==> config.mk <==
export PLATFORM = sky130hd
export DESIGN_NAME = mem_arbiter
export DESIGN_NICKNAME = d
export VERILOG_FILES = /design/src/hw/hart_mem_pkg.sv /design/src/hw/mem_arbiter.sv
export VERILOG_INCLUDE_DIRS = /design/src /design/src/include
export SDC_FILE = /design/constraint.sdc
export NUM_CORES = 1
export LEC_CHECK = 0
export ABC_CLOCK_PERIOD_IN_PS = 1550
export BUFFER_PORTS_ARGS = -buffer_cell sky130_fd_sc_hd__buf_4
export CAP_MARGIN = 20
export CORE_AREA = 2 2 113 115
export CTS_CLUSTER_SIZE = 16
export DETAILED_ROUTE_END_ITERATION = 8
export DIE_AREA = 0 0 115 117
export PLACE_DENSITY = 0.47
export SYNTH_ARGS = -nofsm -noshare
export SYNTH_HDL_FRONTEND = slang
export SYNTH_SLANG_ARGS = --single-unit
export TNS_END_PERCENT = 30
==> constraint.sdc <==
create_clock -name clk_i -period 1.55 [get_ports clk_i]
set_input_delay 0.155 -clock clk_i [delete_from_list [all_inputs] [get_ports clk_i]]
set_output_delay 0.155 -clock clk_i [all_outputs]
set_load 0.01 [all_outputs]
==> src/include/hart_mem_defines.svh <==
`ifndef HART_MEM_DEFINES_SVH
`define HART_MEM_DEFINES_SVH

// Byte address width seen on both OBI ports
`define HM_ADDR_WIDTH 32

// Data bus width, one word per transfer
`define HM_DATA_WIDTH 32

// SRAM depth in words, as a power of two
// 8 gives a 256 word bank, 1 KiB
`define HM_MEM_WORDS_LOG2 8

`endif

==> src/hw/hart_mem_pkg.sv <==
`include "hart_mem_defines.svh"

package hart_mem_pkg;

	// Byte address from the hart
	typedef logic [`HM_ADDR_WIDTH-1:0] addr_t;

	// Data word on every bus in the subsystem
	typedef logic [`HM_DATA_WIDTH-1:0] data_t;

	// One enable per byte lane
	typedef logic [`HM_DATA_WIDTH/8-1:0] strb_t;

	// Word index into the SRAM bank
	typedef logic [`HM_MEM_WORDS_LOG2-1:0] word_idx_t;

	// Bridge FSM
	// IDLE accepts on OBI, ISSUE waits for the arbiter, RESP waits for data
	typedef enum logic [1:0] {
		IDLE  = 2'd0,
		ISSUE = 2'd1,
		RESP  = 2'd2
	} bridge_state_e;

endpackage

==> src/hw/mem_arbiter.sv <==
module mem_arbiter (
	input  logic                      clk_i,
	input  logic                      rst_n_i,

	input  logic                      a_req_i,
	input  hart_mem_pkg::addr_t       a_addr_i,
	input  logic                      a_we_i,
	input  hart_mem_pkg::strb_t       a_be_i,
	input  hart_mem_pkg::data_t       a_wdata_i,
	output logic                      a_gnt_o,
	output logic                      a_rvalid_o,
	output hart_mem_pkg::data_t       a_rdata_o,

	input  logic                      b_req_i,
	input  hart_mem_pkg::addr_t       b_addr_i,
	input  logic                      b_we_i,
	input  hart_mem_pkg::strb_t       b_be_i,
	input  hart_mem_pkg::data_t       b_wdata_i,
	output logic                      b_gnt_o,
	output logic                      b_rvalid_o,
	output hart_mem_pkg::data_t       b_rdata_o,

	output logic                      sram_en_o,
	output logic                      sram_we_o,
	output hart_mem_pkg::strb_t       sram_be_o,
	output hart_mem_pkg::word_idx_t   sram_idx_o,
	output hart_mem_pkg::data_t       sram_wdata_o,
	input  hart_mem_pkg::data_t       sram_rdata_i
);

	// Set when side b should win a tie
	logic prio_b_q;
	logic resp_q;
	logic resp_b_q;

	hart_mem_pkg::addr_t sel_addr;

	assign a_gnt_o = a_req_i && (!b_req_i || !prio_b_q);
	assign b_gnt_o = b_req_i && (!a_req_i || prio_b_q);

	assign sram_en_o    = a_gnt_o || b_gnt_o;
	assign sram_we_o    = b_gnt_o ? b_we_i    : a_we_i;
	assign sram_be_o    = b_gnt_o ? b_be_i    : a_be_i;
	assign sram_wdata_o = b_gnt_o ? b_wdata_i : a_wdata_i;
	assign sel_addr     = b_gnt_o ? b_addr_i  : a_addr_i;

	// Drop the byte offset, upper bits beyond the bank are ignored
	assign sram_idx_o = hart_mem_pkg::word_idx_t'(sel_addr >> 2);

	always_ff @(posedge clk_i or negedge rst_n_i) begin
		if (!rst_n_i) begin
			prio_b_q <= 1'b0;
			resp_q   <= 1'b0;
			resp_b_q <= 1'b0;
		end
		else begin
			resp_q   <= sram_en_o;
			resp_b_q <= b_gnt_o;
			if (sram_en_o) begin
				prio_b_q <= a_gnt_o;
			end
		end
	end

	// Read data goes to both sides, rvalid picks the owner
	assign a_rvalid_o = resp_q && !resp_b_q;
	assign b_rvalid_o = resp_q && resp_b_q;
	assign a_rdata_o  = sram_rdata_i;
	assign b_rdata_o  = sram_rdata_i;

	assert property (@(posedge clk_i) disable iff (!rst_n_i)
		!(a_gnt_o && b_gnt_o))
		else $error("both sides granted");

endmodule

Word level (Yosys, flattened, before mapping):

Cells that the tools add are included.

* add/subtract/negate cells: 0
* multipliers: 0
* divide/modulo/power cells: 0
* magnitude comparators: 0
* equal/unequal tests: 0
* shift-type cells: 0
* multiplexer cells: 4
* bitwise logic cells: 0
* reductions and logical operators: 11

Operators by type and width (count)
* $mux 32: 1
* $mux 10: 1
* $logic_and 1x1->1: 4
* $logic_not 1->1: 4
* $mux 4: 1
* $logic_or 1x1->1: 3
* $mux 1: 1

* bits in registers: 3
* latch bits: 0
* memory bits (writable): 0
* bits in read-only memories: 0
* bits of input ports: 174
* output and inout bits: 114
* memories kept: 0

Longest topological paths before layout:

Gate-level depths: netlist of run 1.

* depth after elaboration: 4
* mapped depth: 4
* gate-level depth less buffers: 3

Worst setup path before layout of run 1:

OpenSTA, ideal clock, no wires.

* path type: reg2out
* start: register prio_b_q
* end: output sram_be_o[2]
* arrival time: 1.267 ns
* path slack: 0.128 ns
* cell stages (with the launch flop): 4
* buffers on the path: 1
* cell sequence: dfrtp_1 o21ai_4 buf_4 mux2_1

* cells in the longest elaborated chain, start to end: 3

Ends and longest elaborated chain
* from (decl): RTL line mem_arbiter.sv:32 `logic prio_b_q;`
* from (signal assigned): RTL line mem_arbiter.sv:60 `prio_b_q <= a_gnt_o;`
* $logic_or 1x1->1: RTL line mem_arbiter.sv:39 `assign b_gnt_o = b_req_i && (!a_req_i || prio_b_q);`
* $logic_and 1x1->1: RTL line mem_arbiter.sv:39
* $mux 4: RTL line mem_arbiter.sv:43 `assign sram_be_o = b_gnt_o ? b_be_i : a_be_i;`
* to (decl): RTL line mem_arbiter.sv:25 `output hart_mem_pkg::strb_t sram_be_o,`

Every way passes these cells.

Worst setup path in the final report of run 1:

* start: register prio_b_q
* end: output sram_wdata_o[31]

* cells in the longest elaborated chain, start to end: 3

Ends and longest elaborated chain
* $logic_or 1x1->1: RTL line mem_arbiter.sv:39
* $logic_and 1x1->1: RTL line mem_arbiter.sv:39
* $mux 32: RTL line mem_arbiter.sv:44 `assign sram_wdata_o = b_gnt_o ? b_wdata_i : a_wdata_i;`
* to (decl): RTL line mem_arbiter.sv:27 `output hart_mem_pkg::data_t sram_wdata_o,`

Every way passes these cells.

==> flow_summary.toml, run 1 <==
[yosys]
synth_top_family_by_area = "buffers and inverters"
ys_top_cells_by_area = "buf_4 43%, mux2_2 41%, dfrtp_1 6.5%"
yosysMostFrequentCell = "buf_4"
synth_area_mm2 = 0.00116
ys_seq_area_share_pct = 6.49
synth.top_cell.area_share_pct = 42.9
ys_ff_latch = 3
synthAdderAreaFrac_pct = 0
synthesis.nets = 299
avgSynthCellArea_um2 = 9.25
synth-main-ff-cell = "dfrtp_1"
muxShareOfSynthArea_pct = 43.8
syn_inst = 125
synthTopCellsByCount = "66 x buf_4, 42 x mux2_2, 3 x dfrtp_1, 3 x mux2_1"
async_flop_share_pct = 100
synth_edf_count = 0
yosysUniqueCellTypes = 12
synth_xor_area_share_pct = 0
yosys.area.top_type = "buf_4"
synth_compound_area_share_pct = 2.27
yosys_warnings = 0
synth-simple-area-share_pct = 1.95

[layout]
register_area_um2 = 75.1
diodes = 0
drive_above_1_share_pct = 92.8
final_area_mm2 = 0.00203
syn2layout_area_growth_pct = 75.6
multi_input_area_um2 = 559
num-nets-final = 383
fillers = 1404

[outcome]
violations = "negative setup slack"
status = "finished with violations"

[route]
routed_wl_um = 4400
first_iter_violations = 17
route.detailed.drc = 0
dr.pass1.iters = 2
vias_per_cell = 3.17
post_drt_wl_per_cell_um = 12.3
vias = 1134
final_antenna_net_count = 0

[place]
gp_congestion = 0.632
preCtsSetupSlack_ps = 13.8
placed_area_mm2 = 0.00193
numPortBuffers = 143
dp_hpwl_um = 3890

[clock_tree]
htree_levels = 1
clock_path_buffers = 2
cts_sinks = 3
clkLatencyLatePin_ps = 230
cts_tree = "done"
root_buffer = "clkbuf_16"
clk_pin_slew_ps = 30
numCtsBuffers = 3

[floorplan]
coreArea_mm2 = 0.0123
die_w_um = 115
start_util_pct = 9.39
rows = 41
ios = 288
die_h_um = 117
fp.dieArea_mm2 = 0.0135

[job]
drv_cap = 0

[global_routing]
grt_pass1_vias = 1013
use_met3_pct = 0.669
gr-usage-met1_pct = 5.71
grt_start_max_net_pins = 36
overflow = 0
antenna_found_initial = 0
use_met2_pct = 10.7
gr-usage-all-layers_pct = 5.43
grt.busiest_layer = "met2"
grt_pass1_wl_um = 5410

[worst_setup_path]
criticalPathCategory = "reg -> out"
crit_family = "flip-flops"
critPathLaunch = "prio_b_q"
max_stage_delay_ps = 400
ff2ff_path_depth = 3
cp.required_ps = 1390
r2r-start = "prio_b_q"
crit_fanout = 35
slowest_stage = "dfrtp_1"
critical_path_buf_inv_count = 2
cp-end-kind = "primary output"
path_cells = "o21ai_4, buf_12, mux2_2, buf_4"
start_kind = "register"
crit_cells = 4
cp_data_arrival_time_ps = 1560

[power_and_ir_drop]
worst_ir_drop_vdd_v = 0.000430
p_leak_uw = 0.000996
power_uw = 1170
pwr_density_cell_mw_per_mm2 = 575

[hold_path]
min_path_cells = 2
hold_start = "b_req_i"
hold_class = "in -> reg"

[sta]
fin_ws_ps = -167
relSlewSlack_pct = 86.9
min_period_over_period_pct = 111
fin_skew_ps = 0.959
holdWs_ps = 143
rsz0062_at_grt = "true"
setup-violations-final = 45
period_needed_ps = 1720
timing.fmax_mhz = 582
drv_slew = 0
max_slew.worst_pin.slew_ps = 197
hold_viol_final = 0
[sequential cells by signal, summed over array words and instances, names as in the netlist]
| name | cells |
|---|---|
| prio_b_q | 1 |
| resp_b_q | 1 |
| resp_q | 1 |
[final timing paths]
check,to,slack [ps]
worst max-delay path,sram_wdata_o[31],-170
worst min-delay path,prio_b_q,140
max in group asynchronous,prio_b_q,1180
worst min register to register,prio_b_q,620
min in group asynchronous,resp_q,270
worst max register to register,resp_b_q,540
[power by group]
group / total (uW) / internal, uW / leakage (uW) / switching [uW]
registers: 91.9 / 86.3 / 0.0000338 / 5.56
clock network: 419 / 340 / 0.0000382 / 78.8
logic: 658 / 425 / 0.000924 / 233
[cell type report]
type,instances,area share [%]
Multi-Input combinational cell,52,27.5
Tap cell,150,9.24
Clock buffer,4,3.88
Timing Repair Buffer,147,55.3
Sequential cell,3,3.70
Inverter,2,0.370
[per-layer routing]
layer | wire length [um] | vias up
met5 | 0 | -
met4 | 102 | 0
met3 | 518 | 20
met2 | 2260 | 82
met1 | 1520 | 509
li1 | - | 523
[cell usage in the layout (no fill, tap or decap)]
cell,instances
dlygate4sd3_1,1
a21oi_1,2
buf_4,144
o21ai_4,1
nor2b_1,1
clkbuf_1,1
mux2_4,1
or2_2,1
clkbuf_16,3
dfrtp_1,3
buf_12,1
mux2_2,41
nor2_1,1
inv_1,2
and2_1,1
mux2_1,3
buf_6,1
[metrics by stage]
step                instances  TNS, ps  utilization [%]
detailed placement        353        0             15.7
floorplan                 125        0                -
global placement          353        0             15.7
CTS                       358    -7430             16.5
finish                    358    -6470             16.5
global route              358    -8810             16.5
[cell families after synthesis]
kind of cell | Yosys count
flops | 3
compound gates | 3
mux | 45
buf+inv | 70
simple gates | 4
[timing repair]
action                                 in CTS  in global routing
hold buffers                                1                  0
endpoints found under the hold margin       3                  0
gates resized for setup                     1                  1
buffers inserted                            0                  0
setup endpoints to repair                  45                 45
No activity file was read; power rests on OpenSTA's default activity.
==> run 2, diff against run 1 <==
--- a/config.mk
+++ b/config.mk
@@ -6,14 +6,15 @@
 export SDC_FILE = /design/constraint.sdc
 export NUM_CORES = 1
 export LEC_CHECK = 0
+export ABC_AREA = 1
 export ABC_CLOCK_PERIOD_IN_PS = 1550
 export BUFFER_PORTS_ARGS = -buffer_cell sky130_fd_sc_hd__buf_4
 export CAP_MARGIN = 20
-export CORE_AREA = 2 2 113 115
+export CORE_AREA = 2 2 111 113
 export CTS_CLUSTER_SIZE = 16
 export DETAILED_ROUTE_END_ITERATION = 8
-export DIE_AREA = 0 0 115 117
-export PLACE_DENSITY = 0.47
+export DIE_AREA = 0 0 113 115
+export PLACE_DENSITY = 0.5
 export SYNTH_ARGS = -nofsm -noshare
 export SYNTH_HDL_FRONTEND = slang
 export SYNTH_SLANG_ARGS = --single-unit
==> run 2 against run 1 <==
Against the previous run:
- the flow finishes with violations (design-rule violations)
- wire length grew 19%
- worst setup slack gained 260 ps
- core utilization grew 2.1 points
==> flow_summary.toml, run 2 <==
[sta]
min_period_over_period_pct = 94.0
fin_tns_setup_ps = 0
relSlewSlack_pct = 84.8
period_needed_ps = 1460
fin_skew_ps = 0.243
hold_viol_final = 0
max_slew.worst_pin.slew_ps = 227
timing.fmax_mhz = 687
rsz0062_at_grt = "false"
setup-violations-final = 0
drv_slew = 0

[worst_setup_path]
r2r_slack_ps = 520
crit_fanout = 47
r2r-start = "prio_b_q"
rr_endpoint = "resp_q"
start_kind = "register"
cp.required_ps = 1390
endpoint = "sram_we_o"
ff2ff_path_depth = 3
cp-end-kind = "primary output"
cp_data_arrival_time_ps = 1300
criticalPathCategory = "reg -> out"
critPathLaunch = "prio_b_q"

[clock_tree]
numCtsBuffers = 3
htree_levels = 1
cts_sinks = 3
cts_setup_buffers = 0
clkLatencyLatePin_ps = 220
clk_pin_slew_ps = 30
clock_path_buffers = 2
root_buffer = "clkbuf_16"
cts_tree = "done"

[layout]
fillers = 1360
largestRegisters = "prio_b_q: 1 flops, resp_b_q: 1 flops, resp_q: 1 flops"
num-nets-final = 480
final_common_cell = "buf_4"
syn2layout_area_growth_pct = 62.5
drive_above_1_share_pct = 51.1
multi_input_area_um2 = 669
register_area_um2 = 75.1
final_cell_mix = "145 x buf_4, 90 x nand3_1, 47 x nand2_1"
diodes = 0

[yosys]
ys_top_cells_by_area = "buf_4 37%, nand3_1 34%, nand2_1 14%"
ys_ff_latch = 3
yosysUniqueCellTypes = 12
synth_edf_count = 0
syn_inst = 234
synthTopCellsByCount = "91 x nand3_1, 67 x buf_4, 49 x nand2_1, 11 x buf_2, 4 x inv_1"
synthesis.nets = 408
avgSynthCellArea_um2 = 5.76
yosys.area.top_type = "buf_4"
ys_seq_area_share_pct = 5.57
yosys_warnings = 0
async_flop_share_pct = 100
synth-main-ff-cell = "dfrtp_1"
synth.top_cell.area_share_pct = 37.3
synth_area_mm2 = 0.00135
yosysMostFrequentCell = "nand3_1"

[job]
drv_cap = 0

[global_routing]
overflow = 0
grt_pass1_vias = 1631
grt_pass1_wl_um = 7750
grt_start_max_net_pins = 48
gr-usage-all-layers_pct = 7.25
antenna_found_initial = 0

[route]
vias = 1717
post_drt_wl_per_cell_um = 11.6
dr.pass1.iters = 7
first_iter_violations = 68
routed_wl_um = 5240
final_antenna_net_count = 0
vias_per_cell = 3.80
route.detailed.drc = 15

[floorplan]
start_util_pct = 11.4
coreArea_mm2 = 0.0118
die_h_um = 115
die_w_um = 113
ios = 288
fp.dieArea_mm2 = 0.0130
rows = 40

[place]
numPortBuffers = 143
dp_hpwl_um = 3970
gp_congestion = 0.634

[power_and_ir_drop]
p_leak_uw = 0.00124
power_uw = 1320
pwr_density_cell_mw_per_mm2 = 603
worst_ir_drop_vdd_v = 0.000260

[hold_path]
hold_class = "in -> reg"

[outcome]
status = "finished with violations"
violations = "design-rule violations"
## run 2: cell types whose count changed after synthesis, moves of 2 or more
cell | before | now
nand2_1 | 0 | 49
inv_1 | 2 | 4
mux2_1 | 3 | 0
buf_2 | 0 | 11
nand3_1 | 0 | 91
clkbuf_1 | 0 | 2
mux2_2 | 42 | 0
## run 2: what timing repair did
| item | 4_1_cts | 5_1_grt |
|---|---|---|
| endpoints found under the hold margin | 3 | 0 |
| setup endpoints to repair | 0 | 4 |
| resized for setup | 0 | 2 |
| hold buffers | 1 | 0 |
## run 2: worst min-delay path by stage
stage          endpoint  cells after the start  slack, ps    start
2_1_floorplan  prio_b_q                      0       -140  rst_n_i
3_3_place_gp   resp_b_q                      1        -50  rst_n_i
3_5_place_dp     resp_q                      1        -50  rst_n_i
4_1_cts          resp_q                      3        250  a_req_i
5_1_grt          resp_q                      3        260  a_req_i
6_report         resp_q                      3        240  a_req_i
## run 2: power by group
| part | total (uW) | internal [uW] | leakage, uW | switching (uW) |
|---|---|---|---|---|
| Clock | 406 | 339 | 0.0000382 | 67.1 |
| Sequential | 94.9 | 87.9 | 0.0000346 | 7.05 |
| Combinational | 822 | 443 | 0.00117 | 379 |
## run 2: cell type report
type	instances	share of cell area, %
inverter	4	0.685
multi-input combinational	144	30.5
clock buffer	4	3.60
timing repair buffer	150	53.4
tap	147	8.39
sequential	3	3.42
## run 2: worst max-delay path, cell delays in order, from the launching register on
cell	delay [ps]
dfrtp_1	400
nand2_2	90
buf_12	230
nand3_1	100
nand2_1	100
buf_4	120
## run 2: logic make-up after synthesis
kind of cell	share of synthesized area, %
AO/OA/AOI/OAI	0.741
buffers and inverters	45.5
flip-flops	5.57
AND/OR/NAND/NOR	48.1
## run 2: metal layers
metal  up-vias  routed length, um  track usage [%]  part of all wire [%]
met4         0                121             3.82                   2.3
met3        18                456             1.27                   8.7
li1        850                  -                -                     -
met1       741               1920             7.98                    37
met5         -                  0                0                     0
met2       108               2740             13.3                    52
## run 2: per-stage QoR
stage | cells | hold slack, ps | instance area, um2 | setup slack (ps) | utilization, %
3_5_place_dp | 447 | -51.5 | 2090 | 274 | 17.7
6_report | 452 | 238 | 2190 | 93.4 | 18.6
3_3_place_gp | 447 | -54.4 | 2090 | 297 | 17.7
4_1_cts | 452 | 247 | 2180 | 41.6 | 18.5
2_1_floorplan | 234 | -141 | 1350 | 451 | -
5_1_grt | 452 | 265 | 2190 | 0.477 | 18.6
==> run 3, diff against run 2 <==
--- a/config.mk
+++ b/config.mk
@@ -7,7 +7,7 @@
 export NUM_CORES = 1
 export LEC_CHECK = 0
 export ABC_AREA = 1
-export ABC_CLOCK_PERIOD_IN_PS = 1550
+export ABC_CLOCK_PERIOD_IN_PS = 1400
 export BUFFER_PORTS_ARGS = -buffer_cell sky130_fd_sc_hd__buf_4
 export CAP_MARGIN = 20
 export CORE_AREA = 2 2 111 113
==> constraint.sdc (replaced) <==
create_clock -name clk_i -period 1.4 [get_ports clk_i]
set_input_delay 0.14 -clock clk_i [delete_from_list [all_inputs] [get_ports clk_i]]
set_output_delay 0.14 -clock clk_i [all_outputs]
set_load 0.01 [all_outputs]
==> run 3 against run 2 <==
Against the previous run:
- the flow finishes with violations (design-rule violations, negative setup slack)
- sequential share of layout area is 0.31 points lower
- sequential power is 17% higher
- register-to-register slack worse by 140 ps
- global-route usage increased by 0.66 points
- core utilization rose by 2.2 points
- critical path depth rose by 1
- largest power group unchanged
==> flow_summary.toml, run 3 (synthesis results as in run 2) <==
[power_and_ir_drop]
pwr_density_cell_mw_per_mm2 = 671
p_switching_uw = 576
internal_power_uw = 1070
worst_ir_drop_vdd_v = 0.000299
power_frac_comb_pct = 65.9
p_clk_share_pct = 27.3
p_sw_share_pct = 35.1
seqPwrFrac_pct = 6.8
p_leak_uw = 0.00135

[global_routing]
overflow = 0
grt_start_max_net_pins = 48
gr-usage-all-layers_pct = 7.91
antenna_found_initial = 0
grt_pass1_wl_um = 8250
grt_pass1_vias = 1645

[worst_setup_path]
crit_family = "flip-flops"
ff2ff_path_depth = 3
slowest_stage = "dfrtp_2"
crit_cells = 6
r2r-start = "prio_b_q"
critPathLaunch = "prio_b_q"
max_stage_delay_ps = 450
crit_fanout = 15
start_kind = "register"
cp-end-kind = "primary output"
cp.required_ps = 1260
cp_data_arrival_time_ps = 1300
path_cells = "inv_2, nand2_4, clkbuf_16, nand3_1, nand2_1, buf_4"
critical_path_buf_inv_count = 3
criticalPathCategory = "reg -> out"

[clock_tree]
cts_tree = "done"
clk_pin_slew_ps = 30
cts_sinks = 3
htree_levels = 1
clkLatencyLatePin_ps = 220
clock_path_buffers = 2
numCtsBuffers = 3
root_buffer = "clkbuf_16"

[sta]
timing.fmax_mhz = 695
fin_skew_ps = 0.296
max_slew.worst_pin.slew_ps = 230
holdWs_ps = 237
rsz0062_at_grt = "true"
period_needed_ps = 1440
setup-violations-final = 36
drv_slew = 0
min_period_over_period_pct = 103
hold_viol_final = 0
relSlewSlack_pct = 84.7
fin_ws_ps = -39.6

[outcome]
status = "finished with violations"
violations = "design-rule violations, negative setup slack"

[floorplan]
coreArea_mm2 = 0.0118
fp.dieArea_mm2 = 0.0130
start_util_pct = 11.4
rows = 40
ios = 288
die_w_um = 113
die_h_um = 115

[route]
dr.pass1.iters = 6
dr.max_layer_used = "met4"
first_iter_violations = 76
post_drt_wl_per_cell_um = 14.0
wl_met2_um = 3390
wl_met3_um = 478
vias_per_cell = 3.94
met1_length_um = 2430
routed_wl_um = 6410
route.detailed.drc = 15
final_antenna_net_count = 0
vias = 1810

[layout]
diodes = 0
largestRegisters = "prio_b_q: 1 flops, resp_b_q: 1 flops, resp_q: 1 flops"
syn2layout_area_growth_pct = 81.8
num-nets-final = 487
drive_above_1_share_pct = 56.7
stdcell_count = 459
final_common_cell = "buf_4"
final_cell_mix = "141 x buf_4, 81 x nand3_1, 44 x nand2_1"
final_area_mm2 = 0.00245

[place]
placed_cells = 447
dp_hpwl_um = 3970
gp_congestion = 0.634
preCtsSetupSlack_ps = 139
numPortBuffers = 143
placed_area_mm2 = 0.00209

[job]
drv_cap = 0

[hold_path]
hold_class = "in -> reg"
min_path_cells = 3
hold_start = "a_req_i"
[run 3: layout make-up]
type | instances | area, um2
Fill cell | 1336 | 9360
Timing Repair Buffer | 157 | 1360
Multi-Input combinational cell | 144 | 741
Tap cell | 147 | 184
Clock buffer | 4 | 78.8
Sequential cell | 3 | 76.3
Inverter | 4 | 15.0
[run 3: worst paths after layout]
kind / end / slack, ps
min: resp_q / 240
max in group asynchronous: prio_b_q / 1030
max: sram_wdata_o[5] / -40
max reg2reg: resp_q / 380
min in group asynchronous: resp_q / 270
min reg2reg: prio_b_q / 670
[run 3: stage by stage]
step,utilization [%],power (uW),TNS (ps)
after CTS,19.0,1540,-555
final,20.8,1640,-758
after global routing,20.8,1750,-3190
after detailed placement,17.7,1020,0
after floorplan,-,678,0
after global placement,17.7,1010,0
[run 3: what timing repair did]
item | in CTS | in global routing
gates resized for setup | 7 | 20
hold endpoints to repair | 3 | 0
pin swaps | 11 | 11
hold buffers | 1 | 0
setup buffers | 1 | 0
setup endpoints to repair | 44 | 47
gates cloned | 1 | 5
[run 3: tightest hold or removal path, cell delays in order]
cell and delay, ps:
buf_4 100, inv_1 60, nand3_1 110
[run 3: power by group through the flow]
| stage | sequential (uW) | combinational [uW] | clock [uW] |
|---|---|---|---|
| 2_1_floorplan | 103 | 575 | 0 |
| 6_report | 111 | 1080 | 449 |
| 3_5_place_dp | 106 | 916 | 0 |
| 3_3_place_gp | 106 | 908 | 0 |
| 5_1_grt | 112 | 1170 | 471 |
| 4_1_cts | 107 | 973 | 458 |
[run 3: per-layer routing]
metal,global-route usage [%],vias to the layer above
met5,0,-
met4,3.66,0
met3,1.16,16
met2,14.6,115
met1,8.99,811
li1,-,868
