--- src/include/hart_mem_defines.svh ---
`ifndef HART_MEM_DEFINES_SVH
`define HART_MEM_DEFINES_SVH

// Byte address width seen on both OBI ports
`define HM_ADDR_WIDTH 32

// Data bus width, one word per transfer
`define HM_DATA_WIDTH 32

// SRAM depth in words, as a power of two
// 8 gives a 256 word bank, 1 KiB
`define HM_MEM_WORDS_LOG2 8

`endif

--- src/hw/hart_mem_pkg.sv ---
`include "hart_mem_defines.svh"

package hart_mem_pkg;

	// Byte address from the hart
	typedef logic [`HM_ADDR_WIDTH-1:0] addr_t;

	// Data word on every bus in the subsystem
	typedef logic [`HM_DATA_WIDTH-1:0] data_t;

	// One enable per byte lane
	typedef logic [`HM_DATA_WIDTH/8-1:0] strb_t;

	// Word index into the SRAM bank
	typedef logic [`HM_MEM_WORDS_LOG2-1:0] word_idx_t;

	// Bridge FSM
	// IDLE accepts on OBI, ISSUE waits for the arbiter, RESP waits for data
	typedef enum logic [1:0] {
		IDLE  = 2'd0,
		ISSUE = 2'd1,
		RESP  = 2'd2
	} bridge_state_e;

endpackage

--- src/hw/hart_mem_port.sv ---
module hart_mem_port (
	input  logic                clk_i,
	input  logic                rst_n_i,

	input  logic                pause_req_i,
	output logic                pause_ack_o,

	input  logic                inst_req_i,
	input  hart_mem_pkg::addr_t inst_addr_i,
	output logic                inst_gnt_o,
	output logic                inst_rvalid_o,
	output hart_mem_pkg::data_t inst_rdata_o,

	input  logic                data_req_i,
	input  hart_mem_pkg::addr_t data_addr_i,
	input  logic                data_we_i,
	input  hart_mem_pkg::strb_t data_be_i,
	input  hart_mem_pkg::data_t data_wdata_i,
	output logic                data_gnt_o,
	output logic                data_rvalid_o,
	output hart_mem_pkg::data_t data_rdata_o,

	output logic                inst_mem_req_o,
	output hart_mem_pkg::addr_t inst_mem_addr_o,
	output logic                inst_mem_we_o,
	output hart_mem_pkg::strb_t inst_mem_be_o,
	output hart_mem_pkg::data_t inst_mem_wdata_o,
	input  logic                inst_mem_gnt_i,
	input  logic                inst_mem_rvalid_i,
	input  hart_mem_pkg::data_t inst_mem_rdata_i,

	output logic                data_mem_req_o,
	output hart_mem_pkg::addr_t data_mem_addr_o,
	output logic                data_mem_we_o,
	output hart_mem_pkg::strb_t data_mem_be_o,
	output hart_mem_pkg::data_t data_mem_wdata_o,
	input  logic                data_mem_gnt_i,
	input  logic                data_mem_rvalid_i,
	input  hart_mem_pkg::data_t data_mem_rdata_i
);

	logic inst_pause_ack;
	logic data_pause_ack;

	// Fetch side is read only
	obi_mem_bridge inst_bridge (
		.clk_i        (clk_i),
		.rst_n_i      (rst_n_i),
		.pause_req_i  (pause_req_i),
		.pause_ack_o  (inst_pause_ack),
		.req_i        (inst_req_i),
		.addr_i       (inst_addr_i),
		.we_i         (1'b0),
		.be_i         (hart_mem_pkg::strb_t'(0)),
		.wdata_i      (hart_mem_pkg::data_t'(0)),
		.gnt_o        (inst_gnt_o),
		.rvalid_o     (inst_rvalid_o),
		.rdata_o      (inst_rdata_o),
		.mem_req_o    (inst_mem_req_o),
		.mem_addr_o   (inst_mem_addr_o),
		.mem_we_o     (inst_mem_we_o),
		.mem_be_o     (inst_mem_be_o),
		.mem_wdata_o  (inst_mem_wdata_o),
		.mem_gnt_i    (inst_mem_gnt_i),
		.mem_rvalid_i (inst_mem_rvalid_i),
		.mem_rdata_i  (inst_mem_rdata_i)
	);

	obi_mem_bridge data_bridge (
		.clk_i        (clk_i),
		.rst_n_i      (rst_n_i),
		.pause_req_i  (pause_req_i),
		.pause_ack_o  (data_pause_ack),
		.req_i        (data_req_i),
		.addr_i       (data_addr_i),
		.we_i         (data_we_i),
		.be_i         (data_be_i),
		.wdata_i      (data_wdata_i),
		.gnt_o        (data_gnt_o),
		.rvalid_o     (data_rvalid_o),
		.rdata_o      (data_rdata_o),
		.mem_req_o    (data_mem_req_o),
		.mem_addr_o   (data_mem_addr_o),
		.mem_we_o     (data_mem_we_o),
		.mem_be_o     (data_mem_be_o),
		.mem_wdata_o  (data_mem_wdata_o),
		.mem_gnt_i    (data_mem_gnt_i),
		.mem_rvalid_i (data_mem_rvalid_i),
		.mem_rdata_i  (data_mem_rdata_i)
	);

	// Paused only when both bridges are idle
	always_comb begin
		if (pause_req_i) begin
			pause_ack_o = inst_pause_ack && data_pause_ack;
		end
		else begin
			pause_ack_o = inst_pause_ack || data_pause_ack;
		end
	end

	assert property (@(posedge clk_i) disable iff (!rst_n_i)
		inst_mem_req_o |-> !inst_mem_we_o)
		else $error("write presented on fetch side");

endmodule

--- src/hw/obi_mem_bridge.sv ---
module obi_mem_bridge (
	input  logic                clk_i,
	input  logic                rst_n_i,

	input  logic                pause_req_i,
	output logic                pause_ack_o,

	input  logic                req_i,
	input  hart_mem_pkg::addr_t addr_i,
	input  logic                we_i,
	input  hart_mem_pkg::strb_t be_i,
	input  hart_mem_pkg::data_t wdata_i,
	output logic                gnt_o,
	output logic                rvalid_o,
	output hart_mem_pkg::data_t rdata_o,

	output logic                mem_req_o,
	output hart_mem_pkg::addr_t mem_addr_o,
	output logic                mem_we_o,
	output hart_mem_pkg::strb_t mem_be_o,
	output hart_mem_pkg::data_t mem_wdata_o,
	input  logic                mem_gnt_i,
	input  logic                mem_rvalid_i,
	input  hart_mem_pkg::data_t mem_rdata_i
);

	hart_mem_pkg::bridge_state_e state_q;
	hart_mem_pkg::bridge_state_e state_d;

	hart_mem_pkg::addr_t addr_q;
	logic                we_q;
	hart_mem_pkg::strb_t be_q;
	hart_mem_pkg::data_t wdata_q;
	hart_mem_pkg::data_t rdata_q;
	logic                rvalid_q;

	// Only one transaction in flight, and pause holds off new ones
	assign gnt_o       = (state_q == hart_mem_pkg::IDLE) && req_i && !pause_req_i;
	assign pause_ack_o = pause_req_i && (state_q == hart_mem_pkg::IDLE);

	assign mem_req_o   = (state_q == hart_mem_pkg::ISSUE);
	assign mem_addr_o  = addr_q;
	assign mem_we_o    = we_q;
	assign mem_be_o    = be_q;
	assign mem_wdata_o = wdata_q;

	assign rvalid_o = rvalid_q;
	assign rdata_o  = rdata_q;

	always_comb begin
		state_d = state_q;
		case (state_q)
			hart_mem_pkg::IDLE: begin
				if (gnt_o) begin
					state_d = hart_mem_pkg::ISSUE;
				end
			end
			hart_mem_pkg::ISSUE: begin
				if (mem_gnt_i) begin
					state_d = hart_mem_pkg::RESP;
				end
			end
			hart_mem_pkg::RESP: begin
				// Leave once the OBI response pulse has gone out
				if (rvalid_q) begin
					state_d = hart_mem_pkg::IDLE;
				end
			end
			default: begin
				state_d = hart_mem_pkg::IDLE;
			end
		endcase
	end

	always_ff @(posedge clk_i or negedge rst_n_i) begin
		if (!rst_n_i) begin
			state_q  <= hart_mem_pkg::IDLE;
			rvalid_q <= 1'b0;
		end
		else begin
			state_q  <= state_d;
			rvalid_q <= (state_q == hart_mem_pkg::RESP) && mem_rvalid_i;
		end
	end

	// Request payload, captured on the OBI grant
	always_ff @(posedge clk_i) begin
		if (gnt_o) begin
			addr_q  <= addr_i;
			we_q    <= we_i;
			be_q    <= be_i;
			wdata_q <= wdata_i;
		end
	end

	always_ff @(posedge clk_i) begin
		if ((state_q == hart_mem_pkg::RESP) && mem_rvalid_i) begin
			rdata_q <= mem_rdata_i;
		end
	end

	assert property (@(posedge clk_i) disable iff (!rst_n_i)
		(mem_req_o && !mem_gnt_i) |=> (mem_req_o && $stable(mem_addr_o) &&
			$stable(mem_we_o) && $stable(mem_be_o) && $stable(mem_wdata_o)))
		else $error("mem request changed before grant");

	assert property (@(posedge clk_i) disable iff (!rst_n_i)
		rvalid_o |-> (state_q != hart_mem_pkg::IDLE))
		else $error("rvalid raised while bridge idle");

endmodule

--- config.mk ---
export PLATFORM = sky130hd
export DESIGN_NAME = hart_mem_port
export DESIGN_NICKNAME = d
export VERILOG_FILES = /design/src/hw/hart_mem_pkg.sv /design/src/hw/hart_mem_port.sv /design/src/hw/obi_mem_bridge.sv
export VERILOG_INCLUDE_DIRS = /design/src /design/src/include
export SDC_FILE = /design/constraint.sdc
export NUM_CORES = 1
export LEC_CHECK = 0
export BUFFER_PORTS_ARGS = -buffer_cell sky130_fd_sc_hd__buf_4
export CORE_AREA = 5 5 145 147
export DETAILED_ROUTE_END_ITERATION = 12
export DIE_AREA = 0 0 150 152
export SLEW_MARGIN = 10
export SYNTH_ARGS = -nofsm -noshare
export SYNTH_HDL_FRONTEND = slang
export SYNTH_SLANG_ARGS = --single-unit
export TNS_END_PERCENT = 20
--- constraint.sdc ---
create_clock -name clk_i -period 4.2 [get_ports clk_i]
set_clock_uncertainty 0.15 [all_clocks]
set_input_delay 0.42 -clock clk_i [delete_from_list [all_inputs] [get_ports clk_i]]
set_output_delay 0.42 -clock clk_i [all_outputs]
set_load 0.05 [all_outputs]
# Yosys cells after proc, flatten, opt, wreduce, memory -nomap -nowiden
# Index checks and enable logic that the tools add are counted.
[word_totals] inputBits=174 reg_bits=171 wordCells=45 out_inout_bits=209
[classes] n_eq_ne=10 n_reduce_logical=15 muxes=9
[op_table] operator="$mux W2" count=6
[op_table] operator="$pmux W2 S3" count=2
[op_table] operator="$logic_and A1 B1 Y1" count=9
[op_table] operator="$ne A2 B1 Y1 const B" count=4
[op_table] operator="$reduce_and A3 Y1" count=2
[op_table] operator="$eq A2 B1 Y1 const B" count=2
[op_table] operator="$eq A2 B2 Y1 const B" count=2
[op_table] operator="$logic_not A2 Y1" count=2
[op_table] operator="$ne A2 B2 Y1 const B" count=2
[op_table] operator="$logic_not A1 Y1" count=1
[op_table] operator="$logic_or A1 B1 Y1" count=1
[op_table] operator="$mux W1" count=1

# Depth between registers and ports, before layout
# Gate-level depths: netlist of the first run.
[depth] depth_word=5 ltp_mapped=2 depth_no_buf=2

# Cells and area by module
# From an unflattened synthesis of the first run, not the netlist that was laid out.
[hier_totals] hier_cells=229 hier_area_um2=6382.4
[by_module_without_submodules] module="obi_mem_bridge" cells_each=113 seq_area_each_um2=3108.0 area_each_um2=3181.8 n_inst=2
[by_module_without_submodules] module="hart_mem_port" cells_each=3 seq_area_each_um2=0.0 area_each_um2=18.8 n_inst=1

# Worst setup path before layout of the first run
# OpenSTA, ideal clock, no wires.
[synth_path] kind="register to register" start="register data_bridge.state_q[1]" end="register data_bridge.addr_q[0], in the netlist data_bridge.mem_addr_o[0], enable pin" path_stages_with_launch=2 path_buffers=0 required_time_ns=3.569 setup_time_ns=0.481 arrival_time_ns=3.171 slack_ns=0.398 synth_period_minus_slack_ns=3.802 cell_sequence="dfrtp_1 nor4b_4"
[synth_between] elab_chain_cells=3
[synth_rtl] element="start: declaration" line_no="obi_mem_bridge.sv:27" source="hart_mem_pkg::bridge_state_e state_q;"
[synth_rtl] element="start signal: assignment" line_no="obi_mem_bridge.sv:77" source="state_q <= hart_mem_pkg::IDLE;"
[synth_rtl] element="start signal: assignment" line_no="obi_mem_bridge.sv:81" source="state_q <= state_d;"
[synth_rtl] element="$logic_not A2 Y1" line_no="obi_mem_bridge.sv:38" source="assign gnt_o = (state_q == hart_mem_pkg::IDLE) && req_i && !pause_req_i;"
[synth_rtl] element="$logic_and A1 B1 Y1 (2 in series)" line_no="obi_mem_bridge.sv:38"
[synth_rtl] element="via data_gnt_o" line_no="hart_mem_port.sv:19" source="output logic data_gnt_o,"
[synth_rtl] element="end signal: assignment" line_no="obi_mem_bridge.sv:89" source="addr_q <= addr_i;"
[synth_rtl] element="end: declaration" line_no="obi_mem_bridge.sv:30" source="hart_mem_pkg::addr_t addr_q;"
# The timed path passes the listed nets, and every way through them passes these cells.
# A chain may end at the register's enable or synchronous reset.

# Worst setup path in the final report of the first run
[layout_path] start="register data_bridge.state_q[1]" end="output port data_gnt_o"
[layout_between] elab_chain_cells=3
[layout_rtl] element="$logic_not A2 Y1" line_no="obi_mem_bridge.sv:38"
[layout_rtl] element="$logic_and A1 B1 Y1 (2 in series)" line_no="obi_mem_bridge.sv:38"
[layout_rtl] element="end: declaration" line_no="hart_mem_port.sv:19"
# No other way between the ends.

==> results of run 1 <==
[cells in the final DEF, fill, tap and decap left out, drive strengths merged]
cell type / n
edfxtp: 165
nor2: 2
inv: 9
nor4: 1
dlygate4sd3: 55
nor4b: 2
clkinvlp: 1
buf: 347
clkbuf: 18
a21o: 2
a22o: 2
conb: 37
clkinv: 6
dfrtp: 6
nor2b: 2
and3b: 2
and2: 1
[final cells by class]
type,instances,area share
Sequential cell,171,0.5395
Timing Repair Buffer,402,0.3335
Clock buffer,18,0.04535
Tap cell,270,0.03570
Multi-Input combinational cell,51,0.02935
Clock inverter,14,0.01587
Inverter,2,0.0007933
[registers in the layout, summed over array words and instances, names as in the netlist]
name and cells:
data_bridge.mem_addr_o 32, inst_bridge.rvalid_o 1, data_bridge.state_q 2, data_bridge.mem_we_o 1, data_bridge.mem_wdata_o 32, data_bridge.mem_be_o 4
inst_bridge.mem_addr_o 32, data_bridge.rdata_o 32, inst_bridge.rdata_o 32, inst_bridge.state_q 2, data_bridge.rvalid_o 1
[power by group]
group	internal (uW)	total, uW	switching (uW)	leakage [uW]
registers	2130	2200	74.4	0.00160
logic	382	1310	933	0.00210
clock network	795	1510	716	0.000281
total	3300	5030	1720	0.00398
[metal layers]
metal,GRT usage,vias up,routed length [microns]
li1,-,1636,-
met1,0.1339,1683,5155
met2,0.2315,224,8171
met3,0.07328,17,2225
met4,0.04009,2,235
met5,0,-,13
[worst paths after layout]
kind	cells after the start	from	to	slack, ns
worst max-delay path	3	data_bridge.state_q[1]	data_gnt_o	1.43
worst min-delay path	1	inst_addr_i[14]	inst_bridge.mem_addr_o[14]	0.03
worst max register to register	2	data_bridge.state_q[1]	data_bridge.mem_wdata_o[26]	2.21
worst min register to register	2	inst_bridge.rvalid_o	inst_bridge.state_q[1]	0.45
max in group asynchronous	2	rst_n_i	inst_bridge.state_q[0]	3.56
min in group asynchronous	2	rst_n_i	data_bridge.state_q[1]	0.22
[metrics by stage]
| step | cell area [sq um] | hold slack, ns | setup WS, ns |
|---|---|---|---|
| after floorplan | 5668 | -0.02559 | 0.3981 |
| after global placement | 8333 | 0.08088 | 1.759 |
| after detailed placement | 8333 | 0.08652 | 1.728 |
| after CTS | 9263 | 0.0002014 | 1.382 |
| after global routing | 9463 | 0.0001866 | 1.252 |
| final | 9463 | 0.02567 | 1.431 |
[cell families after synthesis]
family | Yosys count | synth area share
buf+inv | 39 | 0.05156
other cells | 1 | 0.0006778
flops | 171 | 0.9227
compound gates | 4 | 0.006105
simple gates | 10 | 0.01900
[repair_timing]
action / in CTS / in global routing
hold buffers: 35 / 20
endpoints found under the setup margin: 0 / 0
hold endpoints to repair: 40 / 20
[critical path: stages (launching register included)]
cell and delay [ns]:
dfrtp_1 0.45, nor4b_4 0.26, buf_4 0.70, buf_4 0.34
==> key figures, run 1 <==
GRT
  – Initial antenna violation count: 1
  – Vias in the first global route: around 3800
  – Largest net degree at the start of global routing: 72
  – GR Overflow Total: 0
  – GR Util All Layers: 0.1323
  – First-pass GRT wire length: between 20 and 25 mm

Route
  – Final wirelength: between 15 and 20 mm
  – Drt initial violations: 132
  – WL/cell: approximately 17 microns
  – Detail Route Antenna Nets: 0
  – Routed vias: 3562
  – DRC Markers: 0
  – 1st-pass router iterations: 6
  – DR vias/cell: ~3.8

Final layout
  – Fin cells: between 900 and 1000
  – Layout cells sized above 1: 0.5851
  – Footprint of the multi-input gates: between 200 and 300 sq um
  – Filler cell count: 1785
  – Nets: between 800 and 900
  – Final Util: 0.4784
  – N_diodes: 0
  – Synthesis-to-finish area growth: 71.03%
  – FF+latch area: about 5000 sq um

Synth
  – Post-synthesis cell area: 5533 sq um
  – Yosys reg bits: ~170
  – Post-synth EDFFs: around 170
  – Register area share after synthesis: 0.9227
  – Area leader, netlist: edfxtp_1
  – Synth cell types: 14
  – Yosys warnings: 0
  – Top cell types by occurrence after synthesis: 165 x edfxtp_1, 37 x buf_4, 6 x dfrtp_1
  – Synth top area cells: edfxtp_1 90%, buf_4 5.0%, dfrtp_1 2.7%
  – Asr flop ratio synth: 0.03509
  – Post-synthesis average cell area: approximately 25 sq um
  – Post-synth top flop: edfxtp_1
  – Most frequent cell after synthesis: edfxtp_1
  – Synthesized instance count: about 230
  – Share of the synthesized area in the top cell type: 0.8955

Placement
  – Post-DP HPWL: between 10 and 15 mm
  – I/O Buffers: ~350
  – Routability congestion estimate from global placement: 0.7236
  – Inst Count DP: 841

Die
  – Core box area: around 20000 sq um
  – DIE WIDTH: ~150 microns
  – DIE HEIGHT: around 150 microns
  – Initial cell density of the core: 0.2797
  – Rows: between 50 and 60
  – Ports: between 300 and 400
  – Die footprint: about 23000 sq um

Critical path
  – CP Max Fanout: 71
  – Crit path required time: about 3.6 ns
  – Path type of the worst setup path: reg -> out
  – CP Launch Type: flop
  – CP endpoint kind: output pin
  – WP data arrival: roughly 2.2 ns

STA
  – Pins over their slew limit: 0
  – Final setup viols: 0
  – Final period util: 0.6594
  – Min cycle time layout: between 2 and 3 ns
  – Worst-margin pin slew: slightly below 0.9 ns
  – FMAX: ~360 MHz
  – Unrepaired setup endpoints after global routing: no
  – Final hold viol count: 0
  – Slew headroom: 0.4225
  – Setup TNS: 0 ns

Clock tree
  – H-tree depth: 4
  – TritonCTS clock tree: built
  – Clock sink total: ~170
  – Post-CTS setup buffers: 0
  – CTS Buffer Depth: 2
  – Cts bufs inserted: 17
  – CTS Root Cell: clkbuf_16
  – Clock slew at reported path FFs: 0.07 ns
  – Post_cts resized: 0
  – Clock latency on the worst-skew pair: about 0.4 ns

Pwr
  – Power Dens Cells: ~530 nW/um^2
  – Leak: 0.003976 uW
  – Max VDD drop: 0.2747 mV
  – Total Power: around 5000 uW

Status
  – Outcome: finished, final reports clean

Worst hold path
  – HP Class: in -> reg

Job
  – Max Cap Violations: 0
Note: power is estimated with default switching activity, not from simulation.
==> run 2: changes to the inputs <==
Clock period 4.2 ns to 2.8 ns, I/O delays scaled along.
==> run 2 against run 1 <==
  * Global-route usage grew 1.9 points
  * Critical path depth unchanged
  * Highest routed layer unchanged
  * Final area increased by 12%
  * Clock power up 56%
  * Sequential power increased by 50%
  * Sequential cell count did not move
  * Die area is the same
  * Total power up 55%
  * Largest cell class unchanged
  * Core utilization rose by 5.9 points
  * First-iteration DRC count up 9.8%
==> key figures, run 2 (synthesis results as in run 1) <==
STA
  – Unrepaired setup endpoints after global routing: no (unchanged)
  – Final setup viols: 0 (unchanged)
  – Final hold viol count: 0 (unchanged)
  – Final period util: 0.8260
  – Min cycle time layout: between 2 and 2.5 ns
  – Slew headroom: 0.4792 (was 0.4225)
  – Pins over their slew limit: 0 (unchanged)
  – Final Worst Setup Slack: 0.4871 ns (was 1.431 ns)
  – FMAX: ~430 MHz
  – Setup TNS: 0 ns (unchanged)
  – Worst-margin pin slew: 0.7812 ns (was 0.8663 ns)
  – WHS: 0.05811 ns (was 0.02567 ns)

Critical path
  – Crit path required time: 2.37 ns (was 3.63 ns)
  – Critical path's slowest cell: dfrtp_1 (was buf_4)
  – CP top delay family: buffers and inverters (unchanged)
  – Path type of the worst setup path: reg -> out (unchanged)
  – Crit path buffers/inverters: 2 (unchanged)
  – CP endpoint kind: output pin (unchanged)
  – WP data arrival: 1.88 ns (was 2.20 ns)
  – CP Launch Type: flop (unchanged)
  – CP Cell Sequence: nor4b_4 > buf_12 > buf_4 (was nor4b_4 > buf_4 > buf_4)
  – Critical path depth in cells: 3 (unchanged)
  – CP Max Fanout: 71 (unchanged)
  – Crit-path max cell delay: 0.45 ns (was 0.70 ns)
  – Depth of the most critical reg-to-reg path: 1 (was 2)

Final layout
  – Filler cell count: 1586 (was 1785)
  – Most frequent cells in the layout: 346 x buf_4, 168 x dlygate4sd3_1, 165 x edfxtp_1 (was 347 x buf_4, 165 x edfxtp_1, 55 x dlygate4sd3_1)
  – FF+latch area: 5105 sq um (unchanged)
  – Synthesis-to-finish area growth: 92.18% (was 71.03%)
  – Commonest non-fill, non-tap cell in the layout: buf_4 (unchanged)
  – Layout cells sized above 1: 0.4994 (was 0.5851)
  – Nets: 932 (was 819)
  – N_diodes: 0 (unchanged)
  – Footprint of the multi-input gates: 277.8 sq um (unchanged)

Die
  – Core box area: 19780 sq um (unchanged)
  – DIE WIDTH: 150 microns (unchanged)
  – DIE HEIGHT: 152 microns (unchanged)
  – Die footprint: 22800 sq um (unchanged)
  – Initial cell density of the core: 0.2797 (unchanged)
  – Rows: 52 (unchanged)
  – Ports: 383 (unchanged)

Pwr
  – Power Dens Cells: 732.6 nW/um^2 (was 531.0 nW/um^2)
  – Leak: 0.004466 uW (was 0.003976 uW)
  – NetSw: 2639 uW (was 1723 uW)
  – Total Power: 7789 uW (was 5025 uW)
  – Internal Power: 5150 uW (was 3302 uW)
  – Reg power frac: 0.425 (was 0.438)
  – Sw Ratio: 0.3388 (was 0.3428)
  – Max VDD drop: 0.4011 mV (was 0.2747 mV)
  – Combinational power share: 0.273 (was 0.262)
  – Clock power share: 0.302 (was 0.301)

Route
  – Detail Route Antenna Nets: 0 (unchanged)
  – 1st-pass router iterations: 4 (was 6)
  – WL/cell: 17.38 microns (was 17.03 microns)
  – DRC Markers: 0 (unchanged)
  – Routed vias: 4042 (was 3562)
  – Final wirelength: 18.09 mm (was 15.80 mm)
  – DR vias/cell: 3.883 (was 3.838)
  – Drt initial violations: 145 (was 132)

GRT
  – Initial antenna violation count: 1 (unchanged)
  – Vias in the first global route: 4499 (was 3822)
  – GR Overflow Total: 0 (unchanged)
  – GR Util All Layers: 0.1509 (was 0.1323)
  – Largest net degree at the start of global routing: 72 (unchanged)
  – First-pass GRT wire length: 25.89 mm (was 22.57 mm)

Clock tree
  – Post_cts resized: 0 (unchanged)
  – Cts bufs inserted: 17 (unchanged)
  – CTS Buffer Depth: 2 (unchanged)
  – Clock slew at reported path FFs: 0.07 ns (about the same)
  – Hold Buf Count CTS: 168 (was 35)
  – Clock latency on the worst-skew pair: 0.41 ns (about the same)
  – Clock sink total: 171 (unchanged)
  – CTS Root Cell: clkbuf_16 (unchanged)
  – Post-CTS setup buffers: 0 (unchanged)
  – TritonCTS clock tree: built (unchanged)
  – H-tree depth: 4 (unchanged)

Placement
  – Routability congestion estimate from global placement: 0.7995 (was 0.7236)
  – Post-DP HPWL: 12.47 mm (was 12.06 mm)
  – I/O Buffers: 345 (unchanged)
  – Pre-CTS WS: 0.9213 ns (was 1.728 ns)

Status
  – Outcome: finished, final reports clean (unchanged)

Worst hold path
  – HP Class: in -> async (was in -> reg)

Job
  – Max Cap Violations: 0 (unchanged)
## run 2: cell count changes in the layout (fill, tap and decap cells not counted), sizes merged
cell / change
clkinv: +2
clkbuf: -1
bufinv: +1
dlygate4sd3: +113
clkinvlp: -1
inv: -1
## run 2: power by group through the flow
stage | clock network [uW] | registers, uW | logic, uW
4_1_cts | 2440 | 3310 | 2140
5_1_grt | 2530 | 3340 | 2210
3_3_place_gp | 0 | 3350 | 1920
6_report | 2350 | 3310 | 2130
2_1_floorplan | 0 | 4210 | 421
3_5_place_dp | 0 | 3360 | 1940
## run 2: metal layers
metal / global-route usage / share of wire / routed length, microns
met3: 0.05898 / 0.11 / 1912
met4: 0.05185 / 0.017 / 301
met5: 0 / 0.00072 / 13
met2: 0.2824 / 0.54 / 9847
met1: 0.1494 / 0.33 / 6019
## run 2: per-stage QoR
stage / instance area [sq um] / utilization / instances
floorplan: 5668 / - / 261
global placement: 8346 / 0.4219 / 841
detailed placement: 8346 / 0.4219 / 841
CTS: 10630 / 0.5376 / 1041
global route: 10630 / 0.5376 / 1041
finish: 10630 / 0.5376 / 1041
## run 2: path summary, 6_finish.rpt
| kind | slack (ns) | end | from |
|---|---|---|---|
| setup / recovery | 0.49 | data_gnt_o | data_bridge.state_q[1] |
| hold / removal | 0.06 | inst_bridge.rvalid_o | rst_n_i |
| setup reg to reg | 1.05 | data_bridge.rdata_o[26] | data_bridge.state_q[0] |
| hold reg to reg | 0.45 | inst_bridge.state_q[1] | inst_bridge.rvalid_o |
| max in group asynchronous | 2.32 | data_bridge.rvalid_o | rst_n_i |
| min in group clk_i | 0.33 | data_bridge.mem_wdata_o[4] | pause_req_i |
## run 2: layout make-up
class,instances,area share
flip-flops and latches,171,0.4801
multi-input cells,51,0.02612
well taps,270,0.03177
inverters,2,0.0007060
clock inverters,15,0.01695
repair buffers,515,0.4043
clock buffers,17,0.04001
==> run 3: changes to the inputs <==
Clock period 2.8 ns to 2.2 ns, I/O delays scaled along.
==> run 3 against run 2 <==
  * Wire length is 3.8% higher
  * Final cell count is 0.96% higher
  * Critical path type unchanged
  * Sequential share of layout area is 0.61 points lower
  * Total power is 29% higher
  * Non-clock buffer count is 9 higher
  * Combinational power is 32% higher
  * Count of clock-buffer cells in the layout stayed put
  * First-iteration DRC count is 6.2% higher
  * Sequential cell count stayed put
  * Critical path depth stayed put
==> key figures, run 3 (synthesis results as in run 1) <==
Pwr
  – Leak: 0.004530 uW (was 0.004466 uW)
  – Internal Power: 6636 uW (was 5150 uW)
  – Reg power frac: 0.419 (was 0.425)
  – Clock power share: 0.300 (was 0.302)
  – NetSw: 3405 uW (was 2639 uW)
  – Power Dens Cells: 932.1 nW/um^2 (was 732.6 nW/um^2)
  – Combinational power share: 0.281 (was 0.273)
  – Max VDD drop: 0.4906 mV (was 0.4011 mV)
  – Sw Ratio: 0.3391 (was 0.3388)

Worst hold path
  – HP Class: in -> reg (was in -> async)
  – Worst hold start: pause_req_i
  – Hold Path End: data_bridge.mem_wdata_o[26]
  – Worst hold path depth: 3

Route
  – 1st-pass router iterations: 4 (unchanged)
  – Detail Route Antenna Nets: 0 (unchanged)
  – DRC Markers: 0 (unchanged)
  – DR vias/cell: 3.894 (was 3.883)
  – Drt initial violations: 154 (was 145)
  – WL/cell: 17.86 microns (was 17.38 microns)
  – Routed vias: 4093 (was 4042)
  – Final wirelength: 18.78 mm (was 18.09 mm)

Clock tree
  – Clock slew at reported path FFs: 0.07 ns (about the same)
  – TritonCTS clock tree: built (unchanged)
  – CTS Buffer Depth: 2 (unchanged)
  – Clock sink total: 171 (unchanged)
  – Clock latency on the worst-skew pair: 0.42 ns (was 0.41 ns)
  – H-tree depth: 4 (unchanged)
  – Cts bufs inserted: 17 (unchanged)
  – CTS Root Cell: clkbuf_16 (unchanged)

Die
  – DIE WIDTH: 150 microns (unchanged)
  – Ports: 383 (unchanged)
  – Die footprint: 22800 sq um (unchanged)
  – Rows: 52 (unchanged)
  – DIE HEIGHT: 152 microns (unchanged)
  – Core box area: 19780 sq um (unchanged)
  – Initial cell density of the core: 0.2797 (unchanged)

STA
  – Final setup viols: 0 (unchanged)
  – Final Worst Setup Slack: 0.1189 ns (was 0.4871 ns)
  – Pins over their slew limit: 0 (unchanged)
  – Unrepaired setup endpoints after global routing: no (unchanged)
  – Final period util: 0.9459
  – FMAX: 480.5 MHz
  – Min cycle time layout: 2.081 ns
  – Setup TNS: 0 ns (unchanged)
  – Final hold viol count: 0 (unchanged)

Final layout
  – Commonest non-fill, non-tap cell in the layout: buf_4 (unchanged)
  – Layout cells sized above 1: 0.5051 (was 0.4994)
  – FF+latch area: 5106 sq um (was 5105 sq um)
  – Filler cell count: 1575 (was 1586)
  – Nets: 941 (was 932)
  – Fin cells: 1051 (was 1041)
  – Final Util: 0.5447 (was 0.5376)
  – Footprint of the multi-input gates: 277.8 sq um (unchanged)
  – Synthesis-to-finish area growth: 94.71% (was 92.18%)
  – Most frequent cells in the layout: 350 x buf_4, 169 x dlygate4sd3_1, 165 x edfxtp_1 (was 346 x buf_4, 168 x dlygate4sd3_1, 165 x edfxtp_1)
  – Post-route cell area: 10770 sq um (was 10630 sq um)

Critical path
  – FF-to-FF End: data_bridge.mem_wdata_o[25] (was data_bridge.rdata_o[26])
  – CP Max Fanout: 34 (was 71)
  – Worst r2r src: data_bridge.state_q[1] (was data_bridge.state_q[0])
  – Worst R2R Setup Slack: 0.41 ns (was 1.05 ns)
  – Path type of the worst setup path: reg -> out (unchanged)
  – CP Launch Type: flop (unchanged)
  – Depth of the most critical reg-to-reg path: 3 (was 1)
  – CP endpoint kind: output pin (unchanged)
  – Crit path required time: 1.83 ns (was 2.37 ns)
  – WP data arrival: 1.71 ns (was 1.88 ns)

GRT
  – GR Overflow Total: 0 (unchanged)
  – Largest net degree at the start of global routing: 35 (was 72)
  – Initial antenna violation count: 1 (unchanged)
  – Vias in the first global route: 4716 (was 4499)
  – GR Util All Layers: 0.1566 (was 0.1509)
  – First-pass GRT wire length: 26.88 mm (was 25.89 mm)

Placement
  – Post-DP HPWL: 12.58 mm (was 12.47 mm)
  – I/O Buffers: 345 (unchanged)
  – Routability congestion estimate from global placement: 0.7722 (was 0.7995)
  – Pre-CTS WS: 0.3853 ns (was 0.9213 ns)
  – Placed cell areas: 8401 sq um (was 8346 sq um)
  – Inst Count DP: 845 (was 841)

Job
  – Max Cap Violations: 0 (unchanged)

Status
  – Outcome: finished, final reports clean (unchanged)
==> run 3: cell types whose count changed in the layout (fill, tap and decap cells not counted) <==
cell	before	now
dfrtp_1	6	5
clkinvlp_4	0	1
inv_6	2	3
diode_2	0	1
dlygate4sd3_1	168	169
dfrtp_2	0	1
buf_12	1	3
bufbuf_16	0	1
buf_4	346	350
clkbuf_16	17	18
clkinv_4	4	2
==> run 3: worst max-delay path, cell delays in order (launching register included) <==
cell and delay, ns:
dfrtp_1 0.45, nor4b_4 0.35, buf_12 0.25, buf_4 0.24
==> run 3: worst max path at each step <==
stage	start	to	slack (ns)	depth (start not counted)
6_report	inst_bridge.state_q[1]	inst_gnt_o	0.12	3
5_1_grt	inst_bridge.state_q[1]	inst_gnt_o	0.02	3
4_1_cts	data_bridge.state_q[1]	data_gnt_o	0.02	3
3_5_place_dp	data_bridge.state_q[1]	data_bridge.mem_we_o	0.39	3
3_3_place_gp	data_bridge.state_q[1]	data_bridge.mem_we_o	0.41	3
2_1_floorplan	data_bridge.state_q[1]	data_bridge.mem_addr_o[0]	-1.60	1
==> run 3: routing by layer <==
metal | global-route usage | vias up | wire length (microns) | share of wire
li1 | - | 1888 | - | -
met1 | 0.1559 | 1950 | 6402 | 0.34
met2 | 0.2888 | 233 | 10040 | 0.53
met3 | 0.06107 | 22 | 1917 | 0.10
met4 | 0.06057 | 0 | 416 | 0.022
met5 | 0 | - | 0 | 0
==> run 3: repair_timing <==
action / in CTS / in global routing
hold buffers: 169 / 0
gates resized for setup: 0 / 1
endpoints found under the hold margin: 175 / 0
cloned: 1 / 1
setup endpoints to repair: 1 / 1
buffers inserted: 1 / 1
pin swaps: 1 / 1
==> run 3: power by group through the flow <==
stage               sequential (uW)  combinational (uW)  clock [uW]
floorplan                      5350                 535           0
global placement               4270                2490           0
detailed placement             4280                2520           0
CTS                            4210                2800        3110
global route                   4250                2930        3240
finish                         4210                2820        3010
==> run 3: metrics by stage <==
stage | power [uW] | hold slack, ns
final | 10040 | 0.1822
after global routing | 10420 | 0.1755
after CTS | 10120 | 0.1828
after detailed placement | 6795 | -0.1107
after global placement | 6760 | -0.1120
after floorplan | 5889 | -0.2256
==> run 3: cell type report <==
| type | instances | share of cell area |
|---|---|---|
| antenna | 1 | 0.0002323 |
| clock buffer | 17 | 0.03949 |
| clock inverter | 15 | 0.01661 |
| inverter | 2 | 0.0006969 |
| multi-input combinational | 51 | 0.02578 |
| sequential | 171 | 0.4740 |
| tap | 270 | 0.03136 |
| timing repair buffer | 524 | 0.4118 |
